### src/hw/prog_mem_pkg.sv
`default_nettype none

package prog_mem_pkg;

  // Program memory depth in 32-bit words
  localparam int MEM_WORDS_DEFAULT = 1024;

  // APB load port, byte addressed
  localparam int APB_ADDR_W = 32;
  localparam int APB_DATA_W = 32;

  // One strobe per byte lane
  localparam int APB_STRB_W = APB_DATA_W / 8;

endpackage

`default_nettype wire

### src/hw/rv_isa_pkg.sv
`default_nettype none

package rv_isa_pkg;

  // Base opcodes, bits 6:0 of the instruction
  localparam logic [6:0] OPC_LUI      = 7'b0110111;
  localparam logic [6:0] OPC_AUIPC    = 7'b0010111;
  localparam logic [6:0] OPC_JAL      = 7'b1101111;
  localparam logic [6:0] OPC_JALR     = 7'b1100111;
  localparam logic [6:0] OPC_BRANCH   = 7'b1100011;
  localparam logic [6:0] OPC_LOAD     = 7'b0000011;
  localparam logic [6:0] OPC_STORE    = 7'b0100011;
  localparam logic [6:0] OPC_OP_IMM   = 7'b0010011;
  localparam logic [6:0] OPC_OP       = 7'b0110011;
  localparam logic [6:0] OPC_MISC_MEM = 7'b0001111;
  localparam logic [6:0] OPC_SYSTEM   = 7'b1110011;

  // funct3 values that the decoder checks against
  localparam logic [2:0] F3_ADD_SUB = 3'b000;
  localparam logic [2:0] F3_SLL     = 3'b001;
  localparam logic [2:0] F3_SR      = 3'b101;

  // Branch funct3 values 2 and 3 have no instruction
  localparam logic [2:0] F3_BR_RSV0 = 3'b010;
  localparam logic [2:0] F3_BR_RSV1 = 3'b011;

  // Loads know LB, LH, LW, LBU and LHU only
  localparam logic [2:0] F3_LD_RSV0 = 3'b011;
  localparam logic [2:0] F3_LD_RSV1 = 3'b110;
  localparam logic [2:0] F3_LD_RSV2 = 3'b111;

  // Widest store is SW
  localparam logic [2:0] F3_SW = 3'b010;

  // funct7 for plain ops and for SUB, SRA and SRAI
  localparam logic [6:0] F7_BASE = 7'b0000000;
  localparam logic [6:0] F7_ALT  = 7'b0100000;

  typedef enum logic [2:0] {
    FMT_R,
    FMT_I,
    FMT_S,
    FMT_B,
    FMT_U,
    FMT_J,
    FMT_ILLEGAL
  } inst_format_e;

  // Register fields are raw bit slices, whatever the format
  typedef struct packed {
    inst_format_e format;
    logic [4:0]   rd;
    logic [4:0]   rs1;
    logic [4:0]   rs2;
    logic [2:0]   funct3;
    logic [31:0]  imm;
    logic         illegal;
  } decoded_inst_s;

endpackage

`default_nettype wire
### src/hw/fetch_if.sv
`default_nettype none

interface fetch_if #(
  parameter int mem_words = prog_mem_pkg::MEM_WORDS_DEFAULT
);

  // Written by the memory read register
  logic                         word_valid;
  logic [31:0]                  word;
  // Word index that goes with word, for tracing
  logic [$clog2(mem_words)-1:0] word_addr;

  // Decoder stage occupancy, one cycle behind word_valid
  logic                         fetch_seen;

  modport source (
    output word_valid,
    output word,
    output word_addr
  );

  modport sink (
    input  word_valid,
    input  word,
    input  word_addr,
    output fetch_seen
  );

endinterface

`default_nettype wire

### src/hw/inst_decoder.sv
`default_nettype none

module inst_decoder (
  input  logic                        fpga_clk1_50,
  input  logic                        rst_n,
  fetch_if.sink                       fetch,
  output logic                        dec_valid,
  output rv_isa_pkg::decoded_inst_s   dec_inst
);

  import rv_isa_pkg::*;

  logic [31:0]   inst;
  logic [6:0]    opcode;
  logic [6:0]    funct7;
  logic [2:0]    funct3;
  inst_format_e  base_fmt;
  logic [31:0]   imm;
  logic          bad_opcode;
  logic          bad_funct3;
  logic          bad_funct7;
  logic          alt_ok;
  decoded_inst_s dec_next;

  assign inst   = fetch.word;
  assign opcode = inst[6:0];
  assign funct3 = inst[14:12];
  assign funct7 = inst[31:25];

  // Format from the opcode alone, SYSTEM falls in with I
  always_comb begin
    case (opcode)
      OPC_LUI,
      OPC_AUIPC:    base_fmt = FMT_U;
      OPC_JAL:      base_fmt = FMT_J;
      OPC_JALR,
      OPC_LOAD,
      OPC_OP_IMM,
      OPC_MISC_MEM,
      OPC_SYSTEM:   base_fmt = FMT_I;
      OPC_BRANCH:   base_fmt = FMT_B;
      OPC_STORE:    base_fmt = FMT_S;
      OPC_OP:       base_fmt = FMT_R;
      default:      base_fmt = FMT_ILLEGAL;
    endcase
  end

  assign bad_opcode = (base_fmt == FMT_ILLEGAL);

  // Immediate follows the opcode format even when funct bits are bad
  always_comb begin
    case (base_fmt)
      FMT_I:   imm = {{20{inst[31]}}, inst[31:20]};
      FMT_S:   imm = {{20{inst[31]}}, inst[31:25], inst[11:7]};
      FMT_B:   imm = {{19{inst[31]}}, inst[31], inst[7], inst[30:25],
                      inst[11:8], 1'b0};
      FMT_U:   imm = {inst[31:12], 12'b0};
      FMT_J:   imm = {{11{inst[31]}}, inst[31], inst[19:12], inst[20],
                      inst[30:21], 1'b0};
      default: imm = '0;
    endcase
  end

  // 0100000 only for SUB, SRA and SRAI
  assign alt_ok = (funct3 == F3_SR) ||
                  (opcode == OPC_OP && funct3 == F3_ADD_SUB);

  always_comb begin
    bad_funct3 = 1'b0;
    bad_funct7 = 1'b0;
    case (opcode)
      OPC_BRANCH: begin
        bad_funct3 = (funct3 == F3_BR_RSV0) || (funct3 == F3_BR_RSV1);
      end
      OPC_LOAD: begin
        bad_funct3 = (funct3 == F3_LD_RSV0) || (funct3 == F3_LD_RSV1) ||
                     (funct3 == F3_LD_RSV2);
      end
      OPC_STORE: begin
        bad_funct3 = (funct3 > F3_SW);
      end
      OPC_OP: begin
        bad_funct7 = !((funct7 == F7_BASE) || (funct7 == F7_ALT && alt_ok));
      end
      OPC_OP_IMM: begin
        // Only the shifts carry a funct7
        if (funct3 == F3_SLL || funct3 == F3_SR) begin
          bad_funct7 = !((funct7 == F7_BASE) || (funct7 == F7_ALT && alt_ok));
        end
      end
      default: begin
        bad_funct3 = 1'b0;
        bad_funct7 = 1'b0;
      end
    endcase
  end

  always_comb begin
    dec_next.illegal = bad_opcode || bad_funct3 || bad_funct7;
    dec_next.format  = dec_next.illegal ? FMT_ILLEGAL : base_fmt;
    dec_next.rd      = inst[11:7];
    dec_next.rs1     = inst[19:15];
    dec_next.rs2     = inst[24:20];
    dec_next.funct3  = funct3;
    dec_next.imm     = imm;
  end

  always_ff @(posedge fpga_clk1_50 or negedge rst_n) begin
    if (!rst_n) begin
      fetch.fetch_seen <= 1'b0;
    end else begin
      fetch.fetch_seen <= fetch.word_valid;
    end
  end

  // Holds the last decode between valid words
  always_ff @(posedge fpga_clk1_50) begin
    if (fetch.word_valid) begin
      dec_inst <= dec_next;
    end
  end

  assign dec_valid = fetch.fetch_seen;

endmodule

`default_nettype wire

### src/flat_wrapper.sv
// flat-port wrapper written by rule: the top's interface ports become plain ports
module inst_decoder_flat import rv_isa_pkg::*;
  (fpga_clk1_50, rst_n, dec_valid, dec_inst, fetch_word_valid, fetch_word, fetch_word_addr, fetch_fetch_seen);
  fetch_if fetch_i ();
  input  logic fpga_clk1_50;
  input  logic rst_n;
  output logic dec_valid;
  output rv_isa_pkg::decoded_inst_s dec_inst;
  input wire logic [$bits(fetch_i.word_valid)-1:0] fetch_word_valid;
  input wire logic [$bits(fetch_i.word)-1:0] fetch_word;
  input wire logic [$bits(fetch_i.word_addr)-1:0] fetch_word_addr;
  output wire logic [$bits(fetch_i.fetch_seen)-1:0] fetch_fetch_seen;
  assign fetch_i.word_valid = fetch_word_valid;
  assign fetch_i.word = fetch_word;
  assign fetch_i.word_addr = fetch_word_addr;
  assign fetch_fetch_seen = fetch_i.fetch_seen;
  inst_decoder u_core (.fpga_clk1_50(fpga_clk1_50), .rst_n(rst_n), .fetch(fetch_i), .dec_valid(dec_valid), .dec_inst(dec_inst));
endmodule
### config.mk
export PLATFORM = sky130hd
export DESIGN_NAME = inst_decoder_flat
export DESIGN_NICKNAME = d
export VERILOG_FILES = /design/src/hw/prog_mem_pkg.sv /design/src/hw/rv_isa_pkg.sv /design/src/hw/fetch_if.sv /design/src/hw/inst_decoder.sv /design/src/flat_wrapper.sv
export SDC_FILE = /design/constraint.sdc
export NUM_CORES = 1
export LEC_CHECK = 0
export BUFFER_PORTS_ARGS = -buffer_cell sky130_fd_sc_hd__buf_2
export CAP_MARGIN = 20
export CORE_UTILIZATION = 43
export DETAILED_ROUTE_END_ITERATION = 6
export GPL_ROUTABILITY_DRIVEN = 0
export GPL_TIMING_DRIVEN = 0
export PLACE_DENSITY = 0.85
export SYNTH_ARGS = -nofsm -noshare
export SYNTH_HDL_FRONTEND = slang
export SYNTH_SLANG_ARGS = --single-unit
### constraint.sdc
create_clock -name fpga_clk1_50 -period 0.8 [get_ports fpga_clk1_50]
set_clock_uncertainty 0.05 [all_clocks]
set_input_delay 0.08 -clock fpga_clk1_50 [delete_from_list [all_inputs] [get_ports fpga_clk1_50]]
set_output_delay 0.08 -clock fpga_clk1_50 [all_outputs]
set_load 0.02 [all_outputs]
==> flow_results.xml, run 1 <==
<?xml version="1.0" encoding="UTF-8"?>
<metrics>
  <group name="status">
    <metric name="status" unit="">complete, but fails checks</metric>
    <metric name="failed_checks" unit="">negative hold slack, negative setup slack</metric>
  </group>
  <group name="pwr">
    <metric name="power.share.clock" unit="%">27.3</metric>
    <metric name="cellPowerDensity" unit="nW/um^2">1663</metric>
    <metric name="pwr-share-seq" unit="%">50.9</metric>
    <metric name="ir_worst_vdd" unit="mV">1.130</metric>
    <metric name="p_comb_share" unit="%">21.8</metric>
    <metric name="switch_share" unit="%">26.47</metric>
    <metric name="cell_internal_pwr" unit="mW">4.989</metric>
    <metric name="p_leak" unit="nW">1.762</metric>
    <metric name="power.total" unit="mW">6.785</metric>
    <metric name="net-switching-power" unit="mW">1.796</metric>
  </group>
  <group name="synthesis">
    <metric name="synth.cell_area" unit="um^2">2366</metric>
    <metric name="synth_top_area_cell" unit="">edfxtp_1</metric>
    <metric name="postSynthCellCount" unit="">171</metric>
    <metric name="synth-seq-cells" unit="">55</metric>
    <metric name="yosysWarningCount" unit="">0</metric>
    <metric name="synthMostInstantiatedCell" unit="">edfxtp_1</metric>
    <metric name="synth_edf_count" unit="">54</metric>
    <metric name="async_reset_ff_share" unit="%">1.818</metric>
    <metric name="synthTopCellsByArea" unit="">edfxtp_1 (69%), a21o_1 (6.3%), and2_1 (2.1%), nand2_1 (2.1%), nor2_1 (1.6%)</metric>
    <metric name="synth_area_per_cell" unit="um^2">13.84</metric>
    <metric name="synth_fp_nets" unit="">216</metric>
    <metric name="synthDistinctLibCells" unit="">40</metric>
    <metric name="synth_commonest_cells" unit="">edfxtp_1 (54), a21o_1 (20), nand2_1 (13)</metric>
    <metric name="dominantRegCellSynth" unit="">edfxtp_1</metric>
    <metric name="synth_seq_area_share" unit="%">69.59</metric>
    <metric name="synth_largest_type_area_fraction" unit="%">68.54</metric>
  </group>
  <group name="timing">
    <metric name="timing.fmax" unit="MHz">756.0</metric>
    <metric name="worst_slew_pin_slew" unit="ps">680.5</metric>
    <metric name="setup_viol" unit="">92</metric>
    <metric name="final_report_hold_violation_count" unit="">1</metric>
    <metric name="count_of_final_max_slew_check_failures" unit="">0</metric>
    <metric name="finalWorstPathRequiredPeriod" unit="ps">1323</metric>
    <metric name="timing.final.crit_share" unit="%">165.3</metric>
    <metric name="fin_ws" unit="ps">-522.8</metric>
    <metric name="rsz_0062_raised_after_global_routing" unit="">yes</metric>
    <metric name="holdWs" unit="ps">-10.75</metric>
    <metric name="maxSlewHeadroom" unit="%">54.63</metric>
  </group>
  <group name="cts">
    <metric name="clockRootBuffer" unit="">clkbuf_8</metric>
    <metric name="htreeDepth" unit="">2</metric>
    <metric name="clock_path_buffers" unit="">2</metric>
    <metric name="clk_transition_reported_paths" unit="ps">90</metric>
    <metric name="cts-hold-fix-buffers" unit="">18</metric>
    <metric name="tritoncts" unit="">done</metric>
    <metric name="clkSinkCount" unit="">55</metric>
    <metric name="cts_made_buffers" unit="">5</metric>
  </group>
  <group name="layout">
    <metric name="multiInputGateArea" unit="um^2">980.9</metric>
    <metric name="num-nets-final" unit="">354</metric>
    <metric name="area_growth_syn_to_layout" unit="%">72.40</metric>
    <metric name="utilization" unit="%">78.37</metric>
    <metric name="filler_cells" unit="">271</metric>
    <metric name="ff_latch_area" unit="um^2">1647</metric>
    <metric name="layout-drive-gt1-share" unit="%">56.13</metric>
    <metric name="post_layout_nonfiller_instances" unit="">380</metric>
    <metric name="antenna_diodes" unit="">0</metric>
  </group>
  <group name="die">
    <metric name="die_span_in_y" unit="um">76.18</metric>
    <metric name="floorplan.core_area" unit="um^2">5205</metric>
    <metric name="die-width" unit="um">76.18</metric>
    <metric name="ios" unit="">101</metric>
    <metric name="placement_rows" unit="">26</metric>
    <metric name="die_area" unit="um^2">5803</metric>
    <metric name="starting_density_of_the_core" unit="%">45.46</metric>
  </group>
  <group name="routing">
    <metric name="vias_per_std_cell" unit="">5.666</metric>
    <metric name="routed_wirelength" unit="mm">7.993</metric>
    <metric name="route.detailed.drc" unit="">0</metric>
    <metric name="detail_route.wl_per_cell" unit="um">21.03</metric>
    <metric name="drt_first_pass_iters" unit="">5</metric>
    <metric name="drt_first_iter_violations" unit="">226</metric>
    <metric name="ant_nets" unit="">0</metric>
    <metric name="dr_total_vias" unit="">2153</metric>
  </group>
  <group name="global_routing">
    <metric name="grt_start_max_net_pins" unit="">56</metric>
    <metric name="global_route_wire_length_before_repair" unit="mm">10.35</metric>
    <metric name="globalRouteTotalUtil" unit="%">23.37</metric>
    <metric name="initial_antenna_violation_count" unit="">0</metric>
    <metric name="grt-ovfl-total" unit="">0</metric>
    <metric name="grt_pass1_vias" unit="">2069</metric>
  </group>
  <group name="flow_run">
    <metric name="count_of_maximum_capacitance_violations" unit="">0</metric>
  </group>
  <group name="critical_path">
    <metric name="critPathArrivalTime" unit="ps">1330</metric>
    <metric name="crit_chain" unit="">buf_6 &gt; or4_4 &gt; a2111oi_4 &gt; a2bb2oi_4 &gt; nand3_1</metric>
    <metric name="maximum_single_stage_delay_on_the_critical_path" unit="ps">540</metric>
    <metric name="setup.worst_path.start_class" unit="">input pin</metric>
    <metric name="worstSetupPathType" unit="">input pin to register</metric>
    <metric name="worst-endpoint-required" unit="ps">810</metric>
    <metric name="setup.worst_path.end_class" unit="">register</metric>
    <metric name="timing_startpoint_of_the_critical_path" unit="">fetch_word[28]</metric>
    <metric name="crit_slowest_cell" unit="">or4_4</metric>
    <metric name="crit_fanout" unit="">4</metric>
  </group>
  <group name="min_path">
    <metric name="hold_path.class" unit="">input pin to register</metric>
    <metric name="hold_path_startpoint" unit="">fetch_word[12]</metric>
  </group>
  <group name="placed_design">
    <metric name="place_hpwl" unit="mm">3.630</metric>
    <metric name="buffer_ports.inserted" unit="">89</metric>
    <metric name="numPlacedInstances" unit="">330</metric>
  </group>
</metrics>
-- logic make-up (layout without fill, tap and decap cells) --
| logic type | after synthesis | count (layout) | share of synthesized area, % |
|---|---|---|---|
| xor+xnor | 1 | 1 | 0.3702 |
| simple gates | 51 | 51 | 11.27 |
| fa+ha+maj | 1 | 1 | 0.4231 |
| flops | 55 | 55 | 69.59 |
| compound gates | 50 | 50 | 15.71 |
| mux | 1 | 1 | 0.4231 |
| buf+inv | 12 | 151 | 2.221 |
-- flip-flops by register name, indices dropped and copies added (netlist names) --
name / cells
u_core.dec_valid: 1
u_core.dec_inst: 54
-- cells in the final DEF (no fill, tap or decap), drive strengths merged, types with 4 or more instances in the layout --
cell,synthesis,layout
a21o,20,20
o21ai,8,8
edfxtp,54,54
and2,8,8
inv,3,4
clkbuf,5,7
nand2,13,13
a21oi,8,8
nor2,10,10
dlygate4sd3,0,18
a22o,4,4
nand3,5,5
buf,4,120
-- power groups by stage --
stage / Sequential (mW) / Clock, mW / Combinational, mW
3_3_place_gp: 3.48 / 0 / 0.880
5_1_grt: 3.47 / 1.95 / 1.53
6_report: 3.45 / 1.85 / 1.48
4_1_cts: 3.43 / 1.82 / 1.20
2_1_floorplan: 3.75 / 0 / 0.232
3_5_place_dp: 3.49 / 0 / 0.900
-- worst paths after layout --
check                      cells after the start                       endpoint  slack (ps)
min in group asynchronous                      2     u_core.dec_valid$_DFF_PN0_          30
setup / recovery                               5   u_core.dec_inst[0]$_DFFE_PP_        -520
hold / removal                                 1  u_core.dec_inst[33]$_DFFE_PP_         -10
max in group asynchronous                      2     u_core.dec_valid$_DFF_PN0_         590
-- worst max-delay path: cells and delay by family --
kind	cells	cell delay, ps
buf+inv	1	90
compound gates	2	490
simple gates	2	650
-- through the flow --
stage	area, um^2	setup slack, ps	setup TNS (ps)
after global placement	2973	-955.1	-58900
final	4079	-522.8	-23320
after CTS	3711	-490.6	-20680
after floorplan	2440	-739.1	-17270
after global routing	4079	-524.8	-25230
after detailed placement	2973	-1013	-60860
-- per-layer routing --
| layer | track usage, % | wire [um] | part of all wire, % |
|---|---|---|---|
| met5 | 0 | 0 | 0 |
| met1 | 27.96 | 3016 | 38 |
| met2 | 38.91 | 4043 | 51 |
| met3 | 5.030 | 599 | 7.5 |
| met4 | 13.85 | 334 | 4.2 |
-- repair_timing --
action / in CTS / in global routing
cloned: 3 / 0
setup endpoints to repair: 147 / 92
hold endpoints to repair: 20 / 2
pin swaps: 20 / 23
setup buffers: 13 / 10
gates resized for setup: 80 / 79
-- layout make-up --
class                           instances  share of cell area [%]
Clock buffer                            5                   1.687
Multi-Input combinational cell        104                   24.05
Timing Repair Buffer                  132                   27.58
Tap cell                               70                   2.147
Buffer                                  8                   2.669
Clock inverter                          3                   1.043
Sequential cell                        55                   40.37
Inverter                                3                  0.4601
Note: power is estimated with default switching activity, not from simulation.
==> run 2: changes to the inputs <==
--- a/config.mk
+++ b/config.mk
@@ -12,6 +12,7 @@
 export GPL_ROUTABILITY_DRIVEN = 0
 export GPL_TIMING_DRIVEN = 0
 export PLACE_DENSITY = 0.85
+export REMOVE_ABC_BUFFERS = 1
 export SYNTH_ARGS = -nofsm -noshare
 export SYNTH_HDL_FRONTEND = slang
 export SYNTH_SLANG_ARGS = --single-unit
==> run 2 against run 1 <==
The flow still finishes with violations (negative hold slack, negative setup slack). Utilization decreased by 4.4 points. Sequential power hardly changed. Global-route usage is 2.3 points lower. Fmax is 3.5% lower. Sequential share of layout area increased by 2.4 points. Non-clock buffer count down 8. Cell count decreased by 2.1%. Critical path type unchanged. Design area fell by 5.6%. First-iteration DRC count decreased by 35%. Setup slack got worse by 48 ps. Die area unchanged. Largest cell class unchanged. Critical endpoint is now u_core.dec_inst[52]$_SDFFCE_PP1P_.
==> flow_results.xml, run 2 (synthesis gave the netlist of run 1 again) <==
<?xml version="1.0" encoding="UTF-8"?>
<metrics>
  <group name="status">
    <metric name="status" unit="">complete, but fails checks</metric>
    <metric name="failed_checks" unit="">negative hold slack, negative setup slack</metric>
  </group>
  <group name="min_path">
    <metric name="hold_path_startpoint" unit="">fetch_word[13]</metric>
    <metric name="min_to" unit="">u_core.dec_inst[34]$_DFFE_PP_</metric>
    <metric name="min_delay_path_depth" unit="">2</metric>
    <metric name="hold_path.class" unit="">input pin to register</metric>
  </group>
  <group name="routing">
    <metric name="ant_nets" unit="">0</metric>
    <metric name="dr_total_vias" unit="">2020</metric>
    <metric name="routed_wirelength" unit="mm">6.577</metric>
    <metric name="drt_first_iter_violations" unit="">146</metric>
    <metric name="detail_route.wl_per_cell" unit="um">17.68</metric>
    <metric name="route.detailed.drc" unit="">0</metric>
    <metric name="drt_first_pass_iters" unit="">4</metric>
    <metric name="vias_per_std_cell" unit="">5.430</metric>
  </group>
  <group name="global_routing">
    <metric name="grt_pass1_vias" unit="">1880</metric>
    <metric name="globalRouteTotalUtil" unit="%">21.06</metric>
    <metric name="initial_antenna_violation_count" unit="">0</metric>
    <metric name="grt-ovfl-total" unit="">0</metric>
    <metric name="global_route_wire_length_before_repair" unit="mm">9.418</metric>
    <metric name="grt_start_max_net_pins" unit="">56</metric>
  </group>
  <group name="placed_design">
    <metric name="pre_cts_ws" unit="ps">-1128</metric>
    <metric name="buffer_ports.inserted" unit="">90</metric>
    <metric name="place_hpwl" unit="mm">3.465</metric>
  </group>
  <group name="timing">
    <metric name="timing.fmax" unit="MHz">729.4</metric>
    <metric name="rsz_0062_raised_after_global_routing" unit="">yes</metric>
    <metric name="maxSlewHeadroom" unit="%">55.77</metric>
    <metric name="setup_viol" unit="">92</metric>
    <metric name="count_of_final_max_slew_check_failures" unit="">0</metric>
    <metric name="final_report_hold_violation_count" unit="">1</metric>
    <metric name="fin_ws" unit="ps">-570.9</metric>
    <metric name="timing.final.crit_share" unit="%">171.4</metric>
    <metric name="finalWorstPathRequiredPeriod" unit="ps">1371</metric>
    <metric name="holdWs" unit="ps">-0.1349</metric>
    <metric name="worst_slew_pin_slew" unit="ps">663.4</metric>
  </group>
  <group name="flow_run">
    <metric name="count_of_maximum_capacitance_violations" unit="">0</metric>
  </group>
  <group name="layout">
    <metric name="mostFrequentLayoutCell" unit="">buf_2</metric>
    <metric name="area_growth_syn_to_layout" unit="%">62.72</metric>
    <metric name="largest-register" unit="">u_core.dec_inst</metric>
    <metric name="layout-drive-gt1-share" unit="%">53.64</metric>
    <metric name="num-nets-final" unit="">346</metric>
    <metric name="utilization" unit="%">73.97</metric>
    <metric name="antenna_diodes" unit="">0</metric>
    <metric name="largest_reg_flops" unit="">54</metric>
    <metric name="final_cell_mix" unit="">buf_2 (59), edfxtp_1 (54), buf_6 (29)</metric>
  </group>
  <group name="pwr">
    <metric name="ir_worst_vdd" unit="mV">0.8455</metric>
    <metric name="p_leak" unit="nW">1.670</metric>
    <metric name="cellPowerDensity" unit="nW/um^2">1710</metric>
  </group>
  <group name="critical_path">
    <metric name="worstSetupPathType" unit="">input pin to register</metric>
    <metric name="critPathBufInv" unit="">1</metric>
    <metric name="critPathArrivalTime" unit="ps">1370</metric>
    <metric name="setup.worst_path.end_class" unit="">register</metric>
    <metric name="worst-endpoint-required" unit="ps">800</metric>
    <metric name="maximum_single_stage_delay_on_the_critical_path" unit="ps">440</metric>
    <metric name="cp_top_family" unit="">compound AO/OA/AOI/OAI gates</metric>
    <metric name="crit_chain" unit="">buf_6 &gt; nor4b_4 &gt; a31oi_2 &gt; a2111oi_4 &gt; a2bb2oi_4 &gt; nand4_1</metric>
    <metric name="setup.worst_path.start_class" unit="">input pin</metric>
    <metric name="crit_slowest_cell" unit="">a2111oi_4</metric>
    <metric name="crit_fanout" unit="">15</metric>
  </group>
  <group name="die">
    <metric name="starting_density_of_the_core" unit="%">45.46</metric>
    <metric name="die_span_in_y" unit="um">76.18</metric>
    <metric name="die-width" unit="um">76.18</metric>
    <metric name="placement_rows" unit="">26</metric>
    <metric name="floorplan.core_area" unit="um^2">5205</metric>
    <metric name="ios" unit="">101</metric>
    <metric name="die_area" unit="um^2">5803</metric>
  </group>
  <group name="cts">
    <metric name="tritoncts" unit="">done</metric>
    <metric name="clkSinkCount" unit="">55</metric>
    <metric name="htreeDepth" unit="">2</metric>
    <metric name="cts-hold-fix-buffers" unit="">17</metric>
    <metric name="cts_made_buffers" unit="">5</metric>
    <metric name="clk_transition_reported_paths" unit="ps">100</metric>
    <metric name="clock_path_buffers" unit="">2</metric>
    <metric name="clockRootBuffer" unit="">clkbuf_8</metric>
  </group>
</metrics>
-- run 2: changes by cell type in the layout (fill, tap and decap cells not counted), sizes merged --
cell	before	now
buf	120	115
dlygate4sd3	18	17
clkbuf	7	5
-- run 2: how the worst max path moves through the flow --
stage                    from  slack, ps  cells past startpoint                                 to
2_1_floorplan  fetch_word[31]       -760                      4  u_core.dec_inst[52]$_SDFFCE_PP1P_
3_3_place_gp    fetch_word[1]      -1230                      5      u_core.dec_inst[25]$_DFFE_PP_
3_5_place_dp    fetch_word[3]      -1130                      6      u_core.dec_inst[28]$_DFFE_PP_
4_1_cts         fetch_word[1]       -520                      5  u_core.dec_inst[51]$_SDFFCE_PP0P_
5_1_grt         fetch_word[5]       -610                      6  u_core.dec_inst[52]$_SDFFCE_PP1P_
6_report        fetch_word[5]       -570                      6  u_core.dec_inst[52]$_SDFFCE_PP1P_
-- run 2: cell type report --
| cell class | instances | area (um^2) |
|---|---|---|
| clock buffer | 5 | 68.82 |
| clock inverter | 3 | 42.54 |
| sequential | 55 | 1647 |
| tap | 70 | 87.58 |
| timing repair buffer | 132 | 1085 |
| fill | 294 | 1355 |
| multi-input combinational | 104 | 900.9 |
| inverter | 3 | 18.77 |
-- run 2: what timing repair did --
action	4_1_cts	5_1_grt
endpoints found under the setup margin	147	92
buffers inserted	9	15
pin swaps	16	21
gates resized for setup	81	49
endpoints found under the hold margin	18	1
-- run 2: stage by stage --
step                cells  TNS (ps)  hold WS, ps  power (mW)  cell area (um^2)
finish                372    -21600      -0.1349       6.582              3850
global route          372    -24030       -5.939       6.761              3850
CTS                   357    -19610      -0.8600       6.343              3540
detailed placement    323    -66660       -194.2       4.328              2868
global placement      322    -67220       -194.5       4.307              2863
floorplan             162    -17770       -265.6       3.915              2325
-- run 2: layer usage --
metal / vias up / part of all wire, % / GRT usage (%)
li1: 912 / - / -
met1: 959 / 39 / 25.48
met2: 126 / 51 / 36.55
met3: 23 / 6.4 / 3.713
met4: 0 / 3.9 / 10.00
met5: - / 0 / 0
-- run 2: report_power, final --
| group | internal, mW | leakage, nW | switching [mW] |
|---|---|---|---|
| clock | 0.934 | 0.0562 | 0.907 |
| combinational | 0.585 | 1.08 | 0.721 |
| sequential | 3.37 | 0.532 | 0.0648 |
